$ cat src/hdl/pt_geom_pkg.sv
// ============================================================
// Page table geometry
// Index widths, walk depth and page number types for a
// four level table of 4 KB pages with 512 entries each
// ============================================================

`default_nettype none

package pt_geom_pkg;

    // One table page holds 512 entries, so each level index is 9 bits
    localparam int PT_IDX_WIDTH = 9;
    typedef logic [PT_IDX_WIDTH-1:0] t_pt_idx;

    // Levels of indirection in a full walk
    localparam int PT_MAX_DEPTH = 4;
    typedef logic [$clog2(PT_MAX_DEPTH)-1:0] t_pt_depth;

    // All indices of one walk
    // Slot PT_MAX_DEPTH-1 holds the root level index
    typedef t_pt_idx [PT_MAX_DEPTH-1:0] t_pt_idx_vec;

    // Page numbers, 48-bit VA and 52-bit PA with 4 KB pages
    localparam int VA_PAGE_BITS = 36;
    localparam int PA_PAGE_BITS = 40;
    typedef logic [VA_PAGE_BITS-1:0] t_va_page;
    typedef logic [PA_PAGE_BITS-1:0] t_pa_page;

    // Byte offsets within a page and within a 64-byte line
    localparam int PAGE_OFFSET_BITS = 12;
    localparam int LINE_OFFSET_BITS = 6;

    // Memory line address
    // Physical page number on top, line index within the page below
    typedef logic [PA_PAGE_BITS+PAGE_OFFSET_BITS-LINE_OFFSET_BITS-1:0] t_line_addr;

endpackage

`default_nettype wire

$ cat src/hdl/pte_pkg.sv
// ============================================================
// Page table entry format
// Status bits, field positions within a 64-bit entry and
// the request tag type
// ============================================================

`default_nettype none

package pte_pkg;

    // Width of one table entry
    localparam int PTE_WORD_BITS = 64;

    // Status decoded from the low bits of an entry
    typedef struct packed
    {
        // No translation, entry is not valid
        logic error;
        // Entry holds the translated page
        logic terminal;
    } t_pte_status;

    // Bit 0 marks a translation
    localparam int PTE_TERMINAL_BIT = 0;

    // Unwritten entries are all ones, bit 3 flags them as invalid
    localparam int PTE_ERROR_BIT = 3;

    // Next table page or translated page, 40 bits from here up
    localparam int PTE_PAGE_LSB = 12;

    // Tag returned unchanged with each response
    typedef logic [7:0] t_req_tag;

endpackage

`default_nettype wire

$ cat src/hdl/pte_rsp_if.sv
// ============================================================
// Decoded entry results
// Carries one decoded entry per returned line from the
// response stage to the walk controller
// ============================================================

`default_nettype none

interface pte_rsp_if #(
    parameter int LINE_WORDS = 8
);

    // Word within the line, held by the controller until valid
    logic [$clog2(LINE_WORDS)-1:0] word_idx;

    // One cycle pulse per decoded entry
    logic                  valid;
    pte_pkg::t_pte_status  status;
    pt_geom_pkg::t_pa_page next_page;

    modport stage (input word_idx, output valid, output status, output next_page);
    modport ctrl (output word_idx, input valid, input status, input next_page);

endinterface

`default_nettype wire

$ cat src/hdl/pt_walk_ctrl.sv
// ============================================================
// Page table walk controller
// Walks the four table levels for one request at a time,
// issues line reads, decides on each decoded entry and
// registers the final response
// ============================================================

`default_nettype none

module pt_walk_ctrl #(
    parameter int LINE_WORDS = 8
) (
    input  logic                  clk,
    input  logic                  reset,

    // Table root
    input  pt_geom_pkg::t_pa_page pt_root,
    input  logic                  pt_root_valid,

    // Translation request
    input  logic                  req_en,
    input  pt_geom_pkg::t_va_page req_va,
    input  logic                  req_speculative,
    input  pte_pkg::t_req_tag     req_tag,
    output logic                  req_rdy,

    // Memory read request
    output logic                  mem_rd_en,
    output pt_geom_pkg::t_line_addr mem_rd_addr,
    input  logic                  mem_rd_rdy,

    // Decoded entries from the response stage
    pte_rsp_if.ctrl               rsp,

    // Translation response
    output logic                  rsp_en,
    output pt_geom_pkg::t_va_page rsp_va,
    output pt_geom_pkg::t_pa_page rsp_pa,
    output logic                  rsp_big_page,
    output logic                  rsp_not_present,
    output pte_pkg::t_req_tag     rsp_tag
);

    // Split of a level index into line and word within the line
    localparam int WORD_IDX_W = $clog2(LINE_WORDS);
    localparam int LINE_IDX_W = pt_geom_pkg::PT_IDX_WIDTH - WORD_IDX_W;
    localparam int TOP = pt_geom_pkg::PT_MAX_DEPTH - 1;

    // Depths of interest
    localparam pt_geom_pkg::t_pt_depth LAST_DEPTH = pt_geom_pkg::t_pt_depth'(TOP);
    localparam pt_geom_pkg::t_pt_depth BIG_DEPTH  = pt_geom_pkg::t_pt_depth'(TOP - 1);

    typedef enum logic [2:0]
    {
        IDLE,
        READ_REQ,
        WAIT_RSP,
        DECIDE,
        DONE,
        ERROR,
        SPEC_ERROR,
        HALT
    } t_walk_state;

    t_walk_state state;

    // Root seen, registered once
    logic root_ok;

    // Request held for the whole walk
    pt_geom_pkg::t_va_page    va_q;
    logic                     spec_q;
    pte_pkg::t_req_tag        tag_q;

    // Remaining indices, current level always in the top slot
    pt_geom_pkg::t_pt_idx_vec idx_vec;
    pt_geom_pkg::t_pt_depth   depth;

    // Table page being read, translated page once done
    pt_geom_pkg::t_pa_page    cur_page;

    // Entry captured from the response stage
    pte_pkg::t_pte_status     ent_status;
    pt_geom_pkg::t_pa_page    ent_page;

    // Full line address before fitting it to the memory port
    logic [pt_geom_pkg::PA_PAGE_BITS+LINE_IDX_W-1:0] rd_line;

    // Idle and not in the registered response cycle
    assign req_rdy = root_ok && (state == IDLE) && !rsp_en;

    // ============================================================
    // Read request generation
    // ============================================================

    assign mem_rd_en    = (state == READ_REQ) && mem_rd_rdy;
    assign rd_line      = {cur_page, idx_vec[TOP][pt_geom_pkg::PT_IDX_WIDTH-1 -: LINE_IDX_W]};
    assign mem_rd_addr  = pt_geom_pkg::t_line_addr'(rd_line);
    assign rsp.word_idx = idx_vec[TOP][WORD_IDX_W-1:0];

    // ============================================================
    // Walk FSM
    // ============================================================

    always_ff @(posedge clk)
    begin
        if (reset)
        begin
            state   <= IDLE;
            root_ok <= 1'b0;
        end
        else
        begin
            root_ok <= pt_root_valid;

            case (state)
                IDLE:
                begin
                    // New walk always starts at the root
                    if (req_en && req_rdy)
                    begin
                        state    <= READ_REQ;
                        va_q     <= req_va;
                        spec_q   <= req_speculative;
                        tag_q    <= req_tag;
                        idx_vec  <= req_va;
                        depth    <= '0;
                        cur_page <= pt_root;
                    end
                end

                READ_REQ:
                begin
                    if (mem_rd_rdy)
                    begin
                        state <= WAIT_RSP;
                    end
                end

                WAIT_RSP:
                begin
                    if (rsp.valid)
                    begin
                        state      <= DECIDE;
                        ent_status <= rsp.status;
                        ent_page   <= rsp.next_page;
                    end
                end

                DECIDE:
                begin
                    cur_page <= ent_page;

                    if (ent_status.error)
                    begin
                        state <= ERROR;
                    end
                    else if (ent_status.terminal)
                    begin
                        state <= DONE;
                    end
                    else if (depth == LAST_DEPTH)
                    begin
                        // Ran out of levels without a translation
                        state <= ERROR;
                    end
                    else
                    begin
                        state <= READ_REQ;
                        depth <= depth + 1'b1;
                    end

                    // Move the next level's index into the top slot
                    for (int i = TOP; i > 0; i--)
                    begin
                        idx_vec[i] <= idx_vec[i-1];
                    end
                    idx_vec[0] <= '0;
                end

                DONE:
                begin
                    state <= IDLE;
                end

                ERROR:
                begin
                    // Speculative misses recover, others stop the walker
                    state <= spec_q ? SPEC_ERROR : HALT;
                end

                SPEC_ERROR:
                begin
                    state <= IDLE;
                end

                default:
                begin
                    // HALT holds until reset
                    state <= HALT;
                end
            endcase
        end
    end

    // ============================================================
    // Registered response
    // ============================================================

    always_ff @(posedge clk)
    begin
        if (reset)
        begin
            rsp_en <= 1'b0;
        end
        else
        begin
            rsp_en <= (state == DONE) || (state == ERROR);
        end

        rsp_va          <= va_q;
        rsp_pa          <= cur_page;
        rsp_tag         <= tag_q;
        rsp_not_present <= (state == ERROR);
        // Terminal one level above the last means a 2 MB page
        rsp_big_page    <= (state == DONE) && (depth == BIG_DEPTH);
    end

    // A decoded entry only arrives while a read is outstanding
    a_rsp_expected : assert property (@(posedge clk) disable iff (reset)
        rsp.valid |-> (state == WAIT_RSP));

    a_rsp_pulse : assert property (@(posedge clk) disable iff (reset)
        rsp_en |=> !rsp_en);

endmodule

`default_nettype wire

$ cat src/hdl/pt_walker.sv
// ============================================================
// Page table walker top level
// Joins the walk controller and the read response stage
// and exposes the request, memory and response ports
// ============================================================

`default_nettype none

module pt_walker #(
    parameter int LINE_WORDS = 8
) (
    input  logic                    clk,
    input  logic                    reset,

    // Table root
    input  pt_geom_pkg::t_pa_page   pt_root,
    input  logic                    pt_root_valid,

    // Translation request
    input  logic                    req_en,
    input  pt_geom_pkg::t_va_page   req_va,
    input  logic                    req_speculative,
    input  pte_pkg::t_req_tag       req_tag,
    output logic                    req_rdy,

    // Memory read port
    output logic                    mem_rd_en,
    output pt_geom_pkg::t_line_addr mem_rd_addr,
    input  logic                    mem_rd_rdy,
    input  logic                    mem_rd_data_en,
    input  logic [LINE_WORDS*pte_pkg::PTE_WORD_BITS-1:0] mem_rd_data,

    // Translation response
    output logic                    rsp_en,
    output pt_geom_pkg::t_va_page   rsp_va,
    output pt_geom_pkg::t_pa_page   rsp_pa,
    output logic                    rsp_big_page,
    output logic                    rsp_not_present,
    output pte_pkg::t_req_tag       rsp_tag
);

    // Decoded entries from stage to controller
    pte_rsp_if #(.LINE_WORDS(LINE_WORDS)) rsp_if ();

    pt_walk_ctrl #(
        .LINE_WORDS(LINE_WORDS)
    ) walk_ctrl (
        .clk             (clk),
        .reset           (reset),
        .pt_root         (pt_root),
        .pt_root_valid   (pt_root_valid),
        .req_en          (req_en),
        .req_va          (req_va),
        .req_speculative (req_speculative),
        .req_tag         (req_tag),
        .req_rdy         (req_rdy),
        .mem_rd_en       (mem_rd_en),
        .mem_rd_addr     (mem_rd_addr),
        .mem_rd_rdy      (mem_rd_rdy),
        .rsp             (rsp_if.ctrl),
        .rsp_en          (rsp_en),
        .rsp_va          (rsp_va),
        .rsp_pa          (rsp_pa),
        .rsp_big_page    (rsp_big_page),
        .rsp_not_present (rsp_not_present),
        .rsp_tag         (rsp_tag)
    );

    pte_rsp_stage #(
        .LINE_WORDS(LINE_WORDS)
    ) rsp_stage (
        .clk            (clk),
        .reset          (reset),
        .mem_rd_data_en (mem_rd_data_en),
        .mem_rd_data    (mem_rd_data),
        .rsp            (rsp_if.stage)
    );

endmodule

`default_nettype wire

$ cat src/hdl/pte_rsp_stage.sv
// ============================================================
// Page table read response stage
// Two register stages on returned lines. The second stage
// selects the addressed entry and decodes status and page
// ============================================================

`default_nettype none

module pte_rsp_stage #(
    parameter int LINE_WORDS = 8
) (
    input  logic                                        clk,
    input  logic                                        reset,

    // Line returned from memory
    input  logic                                        mem_rd_data_en,
    input  logic [LINE_WORDS*pte_pkg::PTE_WORD_BITS-1:0] mem_rd_data,

    // Decoded entry toward the controller
    pte_rsp_if.stage                                    rsp
);

    // ============================================================
    // Stage one, capture the line
    // ============================================================

    // Line viewed as an array of entries
    logic [LINE_WORDS-1:0][pte_pkg::PTE_WORD_BITS-1:0] line_q;
    logic                                              line_en_q;

    // Entry picked from the captured line
    logic [pte_pkg::PTE_WORD_BITS-1:0]                 sel_word;

    always_ff @(posedge clk)
    begin
        if (reset)
        begin
            line_en_q <= 1'b0;
        end
        else
        begin
            line_en_q <= mem_rd_data_en;
        end

        // Payload only moves with a returned line
        if (mem_rd_data_en)
        begin
            line_q <= mem_rd_data;
        end
    end

    // ============================================================
    // Stage two, select and decode
    // ============================================================

    // word_idx is stable from the read request until valid
    assign sel_word = line_q[rsp.word_idx];

    always_ff @(posedge clk)
    begin
        if (reset)
        begin
            rsp.valid <= 1'b0;
        end
        else
        begin
            rsp.valid <= line_en_q;
        end

        if (line_en_q)
        begin
            rsp.status.error    <= sel_word[pte_pkg::PTE_ERROR_BIT];
            rsp.status.terminal <= sel_word[pte_pkg::PTE_TERMINAL_BIT];
            rsp.next_page       <= sel_word[pte_pkg::PTE_PAGE_LSB +: pt_geom_pkg::PA_PAGE_BITS];
        end
    end

    // Only one read is outstanding, so lines never arrive back to back
    a_valid_single : assert property (@(posedge clk) disable iff (reset)
        rsp.valid |=> !rsp.valid);

endmodule

`default_nettype wire

$ cat config.mk
export PLATFORM = sky130hd
export DESIGN_NAME = pt_walker
export DESIGN_NICKNAME = d
export VERILOG_FILES = /design/src/hdl/pt_geom_pkg.sv /design/src/hdl/pte_pkg.sv /design/src/hdl/pte_rsp_if.sv /design/src/hdl/pt_walk_ctrl.sv /design/src/hdl/pt_walker.sv /design/src/hdl/pte_rsp_stage.sv
export SDC_FILE = /design/constraint.sdc
export NUM_CORES = 1
export LEC_CHECK = 0
export BUFFER_PORTS_ARGS = -buffer_cell sky130_fd_sc_hd__buf_2
export CORE_MARGIN = 1
export CORE_UTILIZATION = 25
export CTS_CLUSTER_SIZE = 30
export DETAILED_ROUTE_END_ITERATION = 10
export GPL_TIMING_DRIVEN = 0
export PLACE_DENSITY = 0.52
export SLEW_MARGIN = 25
export SYNTH_ARGS = -nofsm -noshare
export SYNTH_HDL_FRONTEND = slang
export SYNTH_SLANG_ARGS = --single-unit
$ cat constraint.sdc
create_clock -name clk -period 10.2 [get_ports clk]
set_input_delay 2.04 -clock clk [delete_from_list [all_inputs] [get_ports clk]]
set_output_delay 2.04 -clock clk [all_outputs]
set_load 0.01 [all_outputs]
==> summary.md <==
| Metric | Value |
|---|---|
| Pwr/cell area | 203.4 nW/um2 |
| Vias in the first global route | 12347 |
| Post-synthesis sequential area ratio | 83.13% |
| Gr usage total | 13.68% |
| Status | finished, final reports clean |
| Largest net degree at the start of global routing | 99 |
| Syn_nets | 1522 |
| Fin Clk Skew | 19.94 ps |
| Fin nets | 2181 |
| Crit end category | output port |
| Non-Filler Instances | 2799 |
| Hold-fix buffers, CTS | 0 |
| Startpoint types | input pin |
| M1 wire length | 25740 um |
| Filler cells | 8341 |
| Initial antenna violation count | 25 |
| Area grow syn2layout | 31.80% |
| Chip Height | 297.7 um |
| Worst-Margin Slew | 943.0 ps |
| Worst EP arrival | 2630 ps |
| Synth top area share | 74.61% |
| Max-Cap Viols | 0 |
| CTS Buf Count | 74 |
| Worst-Skew Late Latency | 620 ps |
| Worst hold-check path type | reg2reg |
| Tot Pwr | 5.860 mW |
| Worst EP required | 8160 ps |
| CTS H-Tree Depth | 3 |
| Post-synth top area cell | edfxtp_1 |
| Post-synthesis cell area | 21850 um2 |
| Post-layout min period | 4669 ps |
| Synth unique cells | 36 |
| Avg Cell Area, Syn | 23.83 um2 |
| DIE AREA | 88600 um2 |
| Die span in x | 297.7 um |
| Mapped Cells | 917 |
| CTS tree | yes |
| Max VDD drop | 146.2 uV |
| Cells after DPL | 2655 |
| CTS resizes | 0 |
| Post-synth EDFFs | 543 |
| Leakage power | 10.75 nW |
| Fraction of layout cells with a size suffix above 1 | 56.26% |
| Seq cells post-synth | 636 |
| Drt wl/cell | 21.88 um |
| RSZ-0062 raised after global routing | no |
| Top Metal Used | met5 |
| Post-synth top cells | 543 x edfxtp_1, 100 x mux2_2, 93 x dfxtp_1 |
| Critical path class | in2out |
| CTS max path bufs | 3 |
| Crit path max fanout | 3 |
| Routed wl met2 | 29400 um |
| Yosys warnings | 0 |
| Ports | 738 |
| Pre-antenna DRT Iters | 5 |
| Routed via count | 11401 |
| First-pass GRT wire length | 86220 um |
| Slew Viols, Final | 0 |
| Hpwl dp | 44780 um |
| Antenna viol nets, final | 0 |
| Final critical-path share of the clock period | 45.77% |
| Final setup fails | 0 |
| Rows | 108 |
| Fmax | 214.2 MHz |
| Most common cell in the netlist | edfxtp_1 |
| Clk slew on worst S/H paths | 60 ps |
| Drt via density | 4.073 |
| Hold Vio Cnt, Final | 0 |
| PortBufs | 561 |
| Final global-route overflow total | 0 |
| Initial Util | 25.23% |
| Total Wirelength | 61240 um |
| CTS root buf | clkbuf_16 |
| Gpl congestion | 0.8125 |
| Ys flop type | edfxtp_1 |
| Post-CTS Setup Inserts | 0 |
| Core box area | 86620 um2 |
| Ys async rst share | 0% |
| DR DRC count | 0 |
| Slew HR | 37.13% |
| # clock sinks | 636 |
| Synth area leaders | edfxtp_1 75%, mux4_2 8.7%, dfxtp_1 8.5% |
| DR iter-0 viols | 614 |
| Met3 WL | 4584 um |
## state kept, by name, summed over array words and instances, names as in the netlist, 3 cells and up
name	flops
walk_ctrl.rsp_va	36
rsp_stage.line_q	336
walk_ctrl.ent_page	40
walk_ctrl.va_q	36
walk_ctrl.rsp_pa	40
rsp_stage.rsp.next_page	40
walk_ctrl.idx_vec	27
walk_ctrl.rsp_tag	8
walk_ctrl.cur_page	40
walk_ctrl.mem_rd_addr	6
walk_ctrl.tag_q	8
walk_ctrl.rsp.word_idx	3
walk_ctrl.state	3
## kinds of logic (layout without fill, tap and decap cells)
| family | count (synthesis) | in the layout | share of synthesized area, % |
|---|---|---|---|
| multiplexers | 193 | 193 | 14.27 |
| flip-flops | 636 | 636 | 83.13 |
| AND/OR/NAND/NOR | 35 | 35 | 1.031 |
| buffers and inverters | 42 | 762 | 1.168 |
| adder cells (fa/ha/maj) | 2 | 2 | 0.1145 |
| other | 0 | 7 | 0 |
| AO/OA/AOI/OAI | 9 | 9 | 0.2805 |
## area by class of cell
| class | instances | area, um2 | share of cell area [%] |
|---|---|---|---|
| Inverter | 2 | 7.507 | 0.02606 |
| Clock buffer | 103 | 2095 | 7.272 |
| Multi-Input combinational cell | 239 | 3453 | 11.99 |
| Antenna cell | 7 | 17.52 | 0.06082 |
| Clock inverter | 34 | 267.8 | 0.9296 |
| Timing Repair Buffer | 583 | 3093 | 10.74 |
| Buffer | 40 | 252.7 | 0.8775 |
| Sequential cell | 636 | 18170 | 63.09 |
| Tap cell | 1155 | 1445 | 5.017 |
## path summary, 6_finish.rpt
path | startpoint | endpoint | slack, ps | depth (start not counted)
worst max-delay path | mem_rd_rdy | mem_rd_en | 5530 | 4
worst min-delay path | walk_ctrl.va_q[11] | walk_ctrl.rsp_va[11] | 330 | 0
worst max register to register | walk_ctrl.state[0] | walk_ctrl.idx_vec[15] | 7680 | 6
worst min register to register | walk_ctrl.va_q[11] | walk_ctrl.rsp_va[11] | 330 | 0
## power breakdown
group	switching [mW]	total, mW	leakage [nW]	internal [mW]
clock network	1.08	2.56	1.17	1.48
logic	0.128	0.282	3.62	0.153
registers	0.0424	3.02	5.96	2.98
total	1.25	5.86	10.7	4.61
## metrics by stage
stage / setup TNS, ps / hold slack [ps] / utilization [%] / instance area, um2 / setup slack [ps]
floorplan: 0 / 323.3 / - / 21850 / 1502
detailed placement: 0 / 326.9 / 30.51 / 26420 / 5546
finish: 0 / 331.6 / 33.25 / 28800 / 5531
CTS: 0 / 331.7 / 33.23 / 28790 / 5542
global route: 0 / 341.1 / 33.24 / 28790 / 5516
global placement: -317040 / 325.9 / 30.14 / 26110 / -4191
## layer usage
layer	global-route usage, %	vias up
met4	4.038	30
met5	0	-
met2	22.00	431
met1	17.05	5758
met3	5.185	109
li1	-	5073
## critical path, cell delays in order
cell and delay (ps):
buf_2 70, nor2b_1 200, and3_1 170, buf_2 140
## cells in the final DEF (no fill, tap or decap), types with 8 or more instances in the layout
cell type / instances
clkinv_2: 14
clkbuf_16: 77
clkbuf_1: 25
buf_2: 583
mux2_1: 9
and2_1: 9
edfxtp_1: 543
buf_4: 8
mux4_2: 84
mux2_2: 100
dfxtp_1: 92
buf_6: 11
(Power assumes the default switching activity.)
